File: config.mk
export PLATFORM = sky130hd
export DESIGN_NAME = accel_dut
export DESIGN_NICKNAME = d
export VERILOG_FILES = /design/src/logic/emesh_pkg.sv /design/src/logic/axi_pkg.sv /design/src/logic/emesh_axi_master.sv /design/src/logic/accel_regs.sv /design/src/logic/accel_dut.sv
export SDC_FILE = /design/constraint.sdc
export NUM_CORES = 1
export LEC_CHECK = 0
export BUFFER_PORTS_ARGS = -buffer_cell sky130_fd_sc_hd__buf_4
export CORE_MARGIN = 4
export CORE_UTILIZATION = 40
export CTS_CLUSTER_DIAMETER = 120
export DETAILED_ROUTE_END_ITERATION = 10
export HOLD_SLACK_MARGIN = 0.03
export PLACE_DENSITY = 0.59
export SLEW_MARGIN = 5
export SYNTH_ARGS = -nofsm -noshare
export SYNTH_HDL_FRONTEND = slang
export SYNTH_SLANG_ARGS = --single-unit
File: constraint.sdc
create_clock -name clk -period 5 [get_ports clk]
set_input_delay 0.25 -clock clk [delete_from_list [all_inputs] [get_ports clk]]
set_output_delay 0.25 -clock clk [all_outputs]
set_load 0.02 [all_outputs]
File: src/logic/emesh_pkg.sv
package emesh_pkg;

   //##########################################################################
   // Packet geometry
   //##########################################################################

   localparam int unsigned pkt_aw = 32;                       // Address width
   localparam int unsigned pkt_w  = 2*pkt_aw + 40;            // Full packet, 104 bits
   localparam int unsigned ctrl_w = 8;                        // Control byte on top
   localparam int unsigned data_w = 32;                       // One data word
   localparam int unsigned ret_w  = pkt_w - ctrl_w - pkt_aw - data_w - 1; // 31 bits

   //##########################################################################
   // Request views, same 104 bits decoded two ways
   //##########################################################################

   typedef struct packed {
      logic [ctrl_w-1:0] ctrl;                                // Control byte
      logic [pkt_aw-1:0] dst_addr;                            // Register address
      logic [data_w-1:0] data;                                // Write data
      logic [ret_w-1:0]  unused;                              // Don't care on writes
      logic              write;                               // Bit 0, set for write
   } emesh_wr_s;

   typedef struct packed {
      logic [ctrl_w-1:0] ctrl;                                // Control byte
      logic [pkt_aw-1:0] dst_addr;                            // Register address
      logic [data_w-1:0] unused;                              // Don't care on reads
      logic [ret_w-1:0]  ret_addr;                            // Where read data goes
      logic              write;                               // Bit 0, clear for read
   } emesh_rd_s;

   typedef union packed {
      emesh_wr_s wr;                                          // Write decode
      emesh_rd_s rd;                                          // Read decode
   } emesh_req_u;

   // A response travels as an ordinary write packet to the return address
   typedef emesh_wr_s emesh_rsp_s;

endpackage

File: src/logic/axi_pkg.sv
package axi_pkg;

   //##########################################################################
   // Channel widths and register map
   //##########################################################################

   localparam int unsigned axi_aw = 32;                       // AXI address width
   localparam int unsigned axi_dw = 32;                       // AXI data width
   localparam int unsigned reg_ow = 4;                        // Decoded offset bits

   localparam logic [reg_ow-1:0] reg_op_a   = 4'h0;           // Operand A, rw
   localparam logic [reg_ow-1:0] reg_op_b   = 4'h4;           // Operand B, rw
   localparam logic [reg_ow-1:0] reg_result = 4'h8;           // A + B, ro
   localparam logic [reg_ow-1:0] reg_ident  = 4'hC;           // Identity, ro

   localparam logic [axi_dw-1:0] accel_ident = 32'h0000_0810; // Block id

   //##########################################################################
   // Master to slave channels
   //##########################################################################

   typedef struct packed {
      logic [axi_aw-1:0] addr;                                // Byte address
      logic              valid;                               // Held until ready
   } axi_addr_s;

   typedef struct packed {
      logic [axi_dw-1:0] data;                                // Single beat word
      logic              valid;                               // Held until ready
   } axi_data_s;

   typedef axi_addr_s axi_aw_s;                               // Write address
   typedef axi_addr_s axi_ar_s;                               // Read address
   typedef axi_data_s axi_w_s;                                // Write data, full strobe

   //##########################################################################
   // Slave to master channels
   //##########################################################################

   typedef axi_data_s axi_r_s;                                // Read data, always OKAY

   typedef struct packed {
      logic awready;                                          // Write addr taken
      logic wready;                                           // Write data taken
      logic arready;                                          // Read addr taken
      logic bvalid;                                           // Write done, one cycle
   } axi_s2m_s;

endpackage

File: src/logic/emesh_axi_master.sv
`timescale 1ns/100ps

module emesh_axi_master (
   input  logic                  clk,
   input  logic                  arst_n,
   // Request packets in
   input  logic                  access_in,
   input  emesh_pkg::emesh_req_u packet_in,
   output logic                  wait_out,
   // Read responses out
   output logic                  access_out,
   output emesh_pkg::emesh_rsp_s packet_out,
   input  logic                  wait_in,
   // AXI master side
   output axi_pkg::axi_aw_s      aw,
   output axi_pkg::axi_w_s       w,
   output axi_pkg::axi_ar_s      ar,
   input  axi_pkg::axi_s2m_s     s2m,
   input  axi_pkg::axi_r_s       r,
   output logic                  bready,
   output logic                  rready
);

   import emesh_pkg::*;
   import axi_pkg::*;

   //##########################################################################
   // Declarations
   //##########################################################################

   typedef enum logic [1:0] {
      st_idle,                                                // Free for a request
      st_write,                                               // aw/w out, waiting for b
      st_read,                                                // ar out, waiting for r
      st_resp                                                 // Response held on output
   } state_e;

   state_e            state;
   logic              wr_valid;                               // Drives aw and w valid
   logic              ar_valid;
   logic              rsp_valid;                              // Response register full
   logic [axi_aw-1:0] req_addr;                               // Same for aw and ar
   logic [axi_dw-1:0] wr_data;
   logic [ret_w-1:0]  ret_addr;                               // Read requester
   logic [axi_dw-1:0] rsp_data;
   logic              req_take;
   logic              wr_hs;
   logic              ar_hs;
   logic              r_hs;

   //##########################################################################
   // Handshakes
   //##########################################################################

   assign wait_out = (state != st_idle);                      // Busy until fully done
   assign req_take = access_in & ~wait_out;                   // Packet transfer edge

   assign wr_hs = wr_valid & s2m.awready & s2m.wready;        // Slave takes both at once
   assign ar_hs = ar_valid & s2m.arready;
   assign r_hs  = r.valid & rready;

   assign bready = 1'b1;                                      // Always sink b
   assign rready = ~rsp_valid;                                // Room in response reg

   //##########################################################################
   // Control FSM
   //##########################################################################

   always_ff @(posedge clk or negedge arst_n) begin
      if (!arst_n) begin
         state     <= st_idle;
         wr_valid  <= 1'b0;
         ar_valid  <= 1'b0;
         rsp_valid <= 1'b0;
      end else begin
         case (state)
            st_idle: begin
               if (req_take) begin
                  if (packet_in.wr.write) begin               // Split on bit 0
                     state    <= st_write;
                     wr_valid <= 1'b1;                        // aw and w together
                  end else begin
                     state    <= st_read;
                     ar_valid <= 1'b1;
                  end
               end
            end
            st_write: begin
               if (wr_hs) begin
                  wr_valid <= 1'b0;                           // Drop only after transfer
               end
               if (s2m.bvalid && bready) begin
                  state <= st_idle;                           // Write complete
               end
            end
            st_read: begin
               if (ar_hs) begin
                  ar_valid <= 1'b0;
               end
               if (r_hs) begin
                  rsp_valid <= 1'b1;                          // access_out next cycle
                  state     <= st_resp;
               end
            end
            st_resp: begin
               if (!wait_in) begin                            // Receiver took it
                  rsp_valid <= 1'b0;
                  state     <= st_idle;
               end
            end
            default: begin
               state <= st_idle;
            end
         endcase
      end
   end

   //##########################################################################
   // Payload registers
   //##########################################################################

   always_ff @(posedge clk) begin
      if (req_take) begin
         req_addr <= packet_in.wr.dst_addr;                   // Both views agree here
         wr_data  <= packet_in.wr.data;                       // Write view
         ret_addr <= packet_in.rd.ret_addr;                   // Read view
      end
      if (r_hs) begin
         rsp_data <= r.data;                                  // Holds under wait_in
      end
   end

   //##########################################################################
   // Outputs
   //##########################################################################

   assign aw = '{addr: req_addr, valid: wr_valid};
   assign w  = '{data: wr_data,  valid: wr_valid};
   assign ar = '{addr: req_addr, valid: ar_valid};

   assign access_out = rsp_valid;

   // Response goes back as a write to the requester
   assign packet_out = '{ctrl:     '0,
                         dst_addr: pkt_aw'(ret_addr),         // Zero extended
                         data:     rsp_data,
                         unused:   '0,
                         write:    1'b1};

endmodule

File: src/logic/accel_regs.sv
`timescale 1ns/100ps

module accel_regs (
   input  logic              clk,
   input  logic              arst_n,
   // AXI slave side
   input  axi_pkg::axi_aw_s  aw,
   input  axi_pkg::axi_w_s   w,
   input  axi_pkg::axi_ar_s  ar,
   output axi_pkg::axi_s2m_s s2m,
   output axi_pkg::axi_r_s   r,
   input  logic              bready,
   input  logic              rready
);

   import axi_pkg::*;

   //##########################################################################
   // Declarations
   //##########################################################################

   logic [axi_dw-1:0] op_a;                                   // Operand A
   logic [axi_dw-1:0] op_b;                                   // Operand B
   logic [axi_dw-1:0] sum;                                    // Wraps at 2^32
   logic [axi_dw-1:0] rd_mux;
   logic [axi_dw-1:0] rdata;                                  // Pending read datum
   logic [reg_ow-1:0] wr_off;
   logic [reg_ow-1:0] rd_off;
   logic              b_pend;                                 // Write response out
   logic              r_pend;                                 // Read data out
   logic              wr_hs;
   logic              ar_hs;

   assign wr_off = aw.addr[reg_ow-1:0];                       // Upper bits ignored
   assign rd_off = ar.addr[reg_ow-1:0];

   // Accept address and data together, one response at a time
   assign wr_hs = aw.valid & w.valid & ~b_pend;
   assign ar_hs = ar.valid & ~r_pend;

   //##########################################################################
   // Register file
   //##########################################################################

   always_ff @(posedge clk or negedge arst_n) begin
      if (!arst_n) begin
         op_a <= '0;
         op_b <= '0;
      end else if (wr_hs) begin
         case (wr_off)
            reg_op_a: op_a <= w.data;
            reg_op_b: op_b <= w.data;
            default: ;                                        // Completed, no effect
         endcase
      end
   end

   assign sum = op_a + op_b;                                  // Carry dropped

   always_comb begin
      case (rd_off)
         reg_op_a:   rd_mux = op_a;
         reg_op_b:   rd_mux = op_b;
         reg_result: rd_mux = sum;
         reg_ident:  rd_mux = accel_ident;
         default:    rd_mux = '0;                             // Unmapped reads zero
      endcase
   end

   //##########################################################################
   // Response channels
   //##########################################################################

   always_ff @(posedge clk or negedge arst_n) begin
      if (!arst_n) begin
         b_pend <= 1'b0;
         r_pend <= 1'b0;
      end else begin
         if (wr_hs) begin
            b_pend <= 1'b1;                                   // bvalid next cycle
         end else if (bready) begin
            b_pend <= 1'b0;
         end
         if (ar_hs) begin
            r_pend <= 1'b1;                                   // rvalid next cycle
         end else if (rready) begin
            r_pend <= 1'b0;                                   // Held until taken
         end
      end
   end

   always_ff @(posedge clk) begin
      if (ar_hs) begin
         rdata <= rd_mux;                                     // Snapshot at ar transfer
      end
   end

   assign s2m = '{awready: wr_hs,
                  wready:  wr_hs,
                  arready: ~r_pend,
                  bvalid:  b_pend};

   assign r = '{data: rdata, valid: r_pend};

endmodule

File: src/logic/accel_dut.sv
`timescale 1ns/100ps

module accel_dut (
   input  logic                  clk,
   input  logic                  arst_n,
   // Request port
   input  logic                  access_in,
   input  emesh_pkg::emesh_req_u packet_in,
   output logic                  wait_out,
   // Response port
   output logic                  access_out,
   output emesh_pkg::emesh_rsp_s packet_out,
   input  logic                  wait_in
);

   import axi_pkg::*;

   //##########################################################################
   // Internal AXI-lite link
   //##########################################################################

   axi_aw_s  aw;                                              // Bridge to accel
   axi_w_s   w;
   axi_ar_s  ar;
   axi_s2m_s s2m;                                             // Accel readies and bvalid
   axi_r_s   r;
   logic     bready;
   logic     rready;

   emesh_axi_master bridge_i (
      .clk        (clk),
      .arst_n     (arst_n),
      .access_in  (access_in),
      .packet_in  (packet_in),
      .wait_out   (wait_out),
      .access_out (access_out),
      .packet_out (packet_out),
      .wait_in    (wait_in),
      .aw         (aw),
      .w          (w),
      .ar         (ar),
      .s2m        (s2m),
      .r          (r),
      .bready     (bready),
      .rready     (rready)
   );

   accel_regs accel_i (
      .clk    (clk),
      .arst_n (arst_n),
      .aw     (aw),
      .w      (w),
      .ar     (ar),
      .s2m    (s2m),
      .r      (r),
      .bready (bready),
      .rready (rready)
   );

endmodule

After elaboration in Yosys (flattened, before gate mapping)
Cells that the tools add are included.
{ "word_totals": {"reg_bits": 202, "latchBits": 0, "ram_bits": 0, "romBits": 0, "out_inout_bits": 106, "word_cells": 72, "mem_count": 0} }
{ "op_classes": {"addsub": 1, "multipliers": 0, "div_mod_pow": 0, "n_lt_le_gt_ge": 0, "n_eq_ne": 15, "n_shift": 0, "n_mux": 21, "bitwise": 10, "n_reduce_logical": 12} }
{ "op_table": {"columns": ["cell", "count"], "rows": [
  ["32-bit case mux with 4 select lines", 1],
  ["32-bit adder", 1],
  ["2-bit by 1-bit != test with 1-bit output, second input constant", 6],
  ["4-bit AND reduction", 3],
  ["1-bit 2-to-1 mux", 11],
  ["2-bit 2-to-1 mux", 5],
  ["4-bit equality test, second input constant", 2],
  ["2-bit case mux with 4 select lines", 1],
  ["2-bit nonzero test", 4],
  ["1-bit AND", 6],
  ["2-bit != test, second input constant", 3],
  ["1-bit case mux with 2 select lines", 3],
  ["2-bit equality test, second input constant", 2],
  ["4-bit by 3-bit equality test with 1-bit output, second input constant", 1],
  ["4-bit logical NOT", 1],
  ["1-bit inverter", 4],
  ["2-bit AND reduction", 2],
  ["3-bit AND reduction", 1],
  ["2-bit by 1-bit equality test with 1-bit output, second input constant", 1],
  ["2-bit logical NOT", 1]
]} }

Longest topological paths before layout
{ "depth": {"depth_word": 6, "mapped_depth": 9} }

Modules after synthesis
A second synthesis with hierarchy kept.
{ "hier_totals": {"hier_cells": 779, "area_unflattened_um2": 10595.2} }
{ "modules_own_cells": {"columns": ["module", "instances", "cells_each", "area_per_inst_um2", "seq_area_each_um2"], "rows": [
  ["accel_regs", 1, 542, 5903.2, 2612.5],
  ["emesh_axi_master", 1, 237, 4692.0, 3938.8]
]} }

Least setup slack after synthesis
No wires, ideal clock.
{ "synth_path": {"path_kind": "register to register", "startpoint": "register bridge_i.state[0]", "endpoint": "register bridge_i.req_addr[0] (enable)", "setup_ps": 493, "arrival_ps": 3694, "required_ps": 4507, "path_slack_ps": 813, "path_stages_with_launch": 4, "synth_period_minus_slack_ps": 4187, "cell_sequence": "dfrtp_1 > clkbuf_1 > or2_2 > nor2_1"} }
{ "synth_via": {"elab_chain_cells": 3} }
{ "synth_rtl": {"columns": ["item", "line_no", "text"], "rows": [
  ["start, declared", "emesh_axi_master.sv:38", "state_e state;"],
  ["start signal, assigned", "emesh_axi_master.sv:71", "state <= st_idle;"],
  ["start signal, assigned", "emesh_axi_master.sv:80", "state <= st_write;"],
  ["start signal, assigned", "emesh_axi_master.sv:83", "state <= st_read;"],
  ["2-bit nonzero test", "emesh_axi_master.sv:55", "assign wait_out = (state != st_idle);"],
  ["named net wait_out", "accel_dut.sv:9", "output logic wait_out,"],
  ["1-bit inverter", "emesh_axi_master.sv:56", "assign req_take = access_in & ~wait_out;"],
  ["1-bit AND", "emesh_axi_master.sv:56", null],
  ["named net bridge_i.req_take", "emesh_axi_master.sv:46", "logic req_take;"],
  ["end signal, assigned", "emesh_axi_master.sv:124", "req_addr <= packet_in.wr.dst_addr;"],
  ["end, declared", "emesh_axi_master.sv:42", "logic [axi_aw-1:0] req_addr;"]
]} }
The timed path passes the listed nets, and every way through them passes these cells.
A chain may end at the register's enable or synchronous reset.

Worst setup path after layout
{ "layout_path": {"startpoint": "register bridge_i.req_addr[3]", "endpoint": "register accel_i.op_b[15]"} }
{ "layout_via": {"elab_chain_cells": 2} }
{ "layout_rtl": {"columns": ["item", "line_no", "text"], "rows": [
  ["4-bit by 3-bit equality test with 1-bit output", "accel_regs.sv:50", "case (wr_off)"],
  ["2-bit AND reduction (no line)", null, null],
  ["end signal, assigned", "accel_regs.sv:52", "reg_op_b: op_b <= w.data;"],
  ["end, declared", "accel_regs.sv:23", "logic [axi_dw-1:0] op_b;"]
]} }
No other way between the ends.

==> flow_metrics.py <==
metrics = {
    "yosys": {
        "synthFlopType": "edfxtp_1",
        "synth-seq-cells": 202,
        "yosysWarningCount": 0,
        "synth_mux_area_share_pct": 11.1,
        "synth_top_family_by_area": "compound AO/OA/AOI/OAI gates",
        "synth_xor_area_share_pct": 1.94,
        "synth_compound_area_share_pct": 11.4,
        "avgSynthCellArea_sq_um": 13.3,
        "seq_area_frac_synth_pct": 60.3,
        "synth-simple-area-share_pct": 6.11,
        "syn_area_sq_um": 9480,
        "synthAdderAreaFrac_pct": 4.30,
        "syn_inst": 712,
        "synthDistinctLibCells": 68,
        "synth_edf_count": 131,
        "async_flop_share_pct": 35.1,
    },
    "sta": {
        "fin_skew_ns": 0.0256,
        "rsz0062_at_grt": "false",
        "finalHoldViolCount": 0,
        "fmax_mhz": 318,
        "setup_ws_ns": 1.85,
        "worst_slew_pin_slew_ns": 0.931,
        "drv_slew": 0,
        "setup-tns-final_ns": 0,
        "setup_viol": 0,
        "max-slew-margin-rel_pct": 37.9,
        "min_period_over_period_pct": 63.0,
        "fin_crit_ns": 3.15,
    },
    "setup_path": {
        "crit_chain": "inv_1, nand4_1, buf_4, mux2_2",
        "max_stage_delay_ns": 0.91,
        "worst_ep_arrival_time_ns": 3.52,
        "cp_slowest_cell": "edfxtp_1",
        "crit_family": "buffers and inverters",
        "worstSetupStartpointType": "register",
        "setup.worst_path.end_class": "register",
        "crit_path_max_fanout": 21,
        "critical_path_class": "reg2reg",
        "crit_required_ns": 5.37,
        "crit_buf_inv": 2,
    },
    "power_and_ir_drop": {
        "peakVddDrop_mv": 0.288,
        "cellLeakagePower_nw": 5.10,
        "power_density_nw_per_um2": 603,
    },
    "floorplanning": {
        "die-height_microns": 162,
        "start_util_pct": 40.5,
        "design.portCount": 214,
        "die_w_microns": 162,
        "rows": 56,
        "die-area_sq_um": 26200,
        "core_area_sq_um": 23400,
    },
    "place": {
        "portBuffers": 136,
        "post_dp_cell_area_sq_um": 10700,
        "place_hpwl_microns": 14600,
        "place.gp.congestion": 0.909,
        "pre_cts_slack_ns": 1.87,
    },
    "clocking": {
        "cts_tree": "built",
        "clk_pin_slew_ns": 0.06,
        "cts_max_level": 1,
        "insertion_delay_ns": 0.51,
        "cts_resized": 0,
        "cts_made_buffers": 22,
        "cts_buffer_depth": 3,
        "cts-root-buf": "clkbuf_16",
        "cts.sinks": 202,
        "postCtsSetupBuffers": 0,
    },
    "drt": {
        "wire_per_inst_microns": 16.3,
        "dr.pass1.iters": 4,
        "drt_iter0_drc": 327,
        "drc_errors": 0,
        "viasPerCell": 4.96,
        "routed_wl_microns": 20500,
        "postRouteAntennaNets": 0,
        "vias": 6254,
    },
    "layout": {
        "diodes": 0,
        "drive_gt1_share_pct": 26.4,
        "nFillCells": 2060,
        "most-common-layout-cells": "buf_4 (144), edfxtp_1 (131), dfrtp_1 (71)",
        "layout_commonest_cell": "buf_4",
        "fin_nets": 1065,
        "design_area_sq_um": 12200,
        "syn_to_final_growth_pct": 28.4,
        "post-route-util_pct": 52.0,
    },
    "global_route": {
        "grt_usage_pct": 15.6,
        "grt.overflow.total": 0,
        "grt_pass1_vias": 6120,
        "grt_max_degree": 72,
        "grt_first_pass_wirelength_microns": 33100,
        "antenna_found_initial": 0,
    },
    "outcome": {
        "status": "finished clean",
    },
    "run": {
        "drv_cap": 0,
    },
    "hold_path": {
        "worstHoldPathType": "in2reg",
    },
}
area by class of cell:
| cell class | count | area [sq um] | area share, % |
|---|---|---|---|
| Inverter | 15 | 56.3 | 0.463 |
| Timing Repair Buffer | 214 | 1790 | 14.7 |
| Clock inverter | 9 | 119 | 0.977 |
| Clock buffer | 31 | 616 | 5.06 |
| Tap cell | 319 | 399 | 3.28 |
| Sequential cell | 202 | 5710 | 46.9 |
| Multi-Input combinational cell | 470 | 3470 | 28.6 |
what timing repair did:
item / CTS / global route
hold buffers: 69 / 0
setup endpoints to repair: 0 / 0
hold endpoints to repair: 140 / 0
metal layers:
layer  track usage, %  part of all wire [%]  up-vias
li1                 -                     -     3040
met1             24.2                    49     2977
met2             22.8                    43      201
met3             2.51                   6.0       36
met4             4.15                   2.1        0
met5                0                     0        -
cell usage after synthesis, drive strengths merged, types with 3 or more instances:
master  number  share of area (%)
o21a         3               0.24
nor2        35                1.4
o21bai       4               0.32
buf         49                3.6
clkbuf      15               0.59
a221oi       4               0.44
xor2        13                1.2
nand4        8               0.59
nand2b       3               0.20
mux2i       31                3.3
nor3        10               0.53
edfxtp     131                 42
xnor2        8               0.74
and3         3               0.20
or2          3               0.20
a31oi        3               0.20
nand3        8               0.48
mux2        66                7.8
nand2       34                1.4
inv         14               0.55
a211oi       9               0.77
o21ai       23                1.4
dfrtp       71                 19
nor3b        3               0.29
a21o        16                1.3
ha          31                4.1
a21oi       56                3.1
nor2b        5               0.33
o22ai       17                1.1
o211ai       4               0.32
sequential cells by signal, summed over array words and instances, names as in the netlist:
register             count
bridge_i.state           2
bridge_i.ret_addr       31
accel_i.r_pend           1
bridge_i.rsp_data       32
bridge_i.ar_valid        1
bridge_i.req_addr        4
bridge_i.access_out      1
accel_i.op_b            32
accel_i.op_a            32
bridge_i.wr_data        32
accel_i.b_pend           1
bridge_i.wr_valid        1
accel_i.rdata           32
cells by family after synthesis:
family / Yosys count
other: 2
adders and majority gates: 32
muxes: 97
AOI/OAI and AO/OA: 160
DFF: 202
buffers and inverters: 79
xor gates and xnor gates: 21
and+or+nand+nor: 119
through the flow:
step | hold slack [ns] | power (W) | instances
global placement | 0.403 | 0.00564 | 1151
floorplan | -0.0456 | 0.00488 | 751
CTS | 0.0322 | 0.00740 | 1260
global route | 0.0814 | 0.00785 | 1260
finish | 0.0579 | 0.00733 | 1260
detailed placement | 0.405 | 0.00568 | 1151
where the power goes:
group,internal [W],leakage [nW],switching (W)
combinational,0.00123,2.63,0.00168
sequential,0.00244,2.11,0.000345
clock,0.00101,0.362,0.000626
final timing paths:
kind                                                        to  cells after the start  slack (ns)                      startpoint
worst max-delay path              accel_i.op_b[15]$_DFFE_PN0P_                      4        1.85  bridge_i.req_addr[3]$_DFFE_PP_
worst min-delay path             bridge_i.state[1]$_DFFE_PN0P_                      4        0.06                    packet_in[0]
worst max register to register    accel_i.op_b[15]$_DFFE_PN0P_                      4        1.85  bridge_i.req_addr[3]$_DFFE_PP_
worst min register to register  bridge_i.rsp_data[0]$_DFFE_PP_                      0        0.41      accel_i.rdata[0]$_DFFE_PP_
max in group asynchronous         accel_i.op_b[21]$_DFFE_PN0P_                      2        3.95                          arst_n
min in group asynchronous          accel_i.op_b[4]$_DFFE_PN0P_                      2        0.43                          arst_n
worst reg2reg max path, delay by kind of cell (launching register included):
kind          cells  cell delay, ns
flops             1            0.91
buf+inv           2            0.97
mux               1            0.38
simple gates      1            0.77
(Power assumes the default switching activity.)
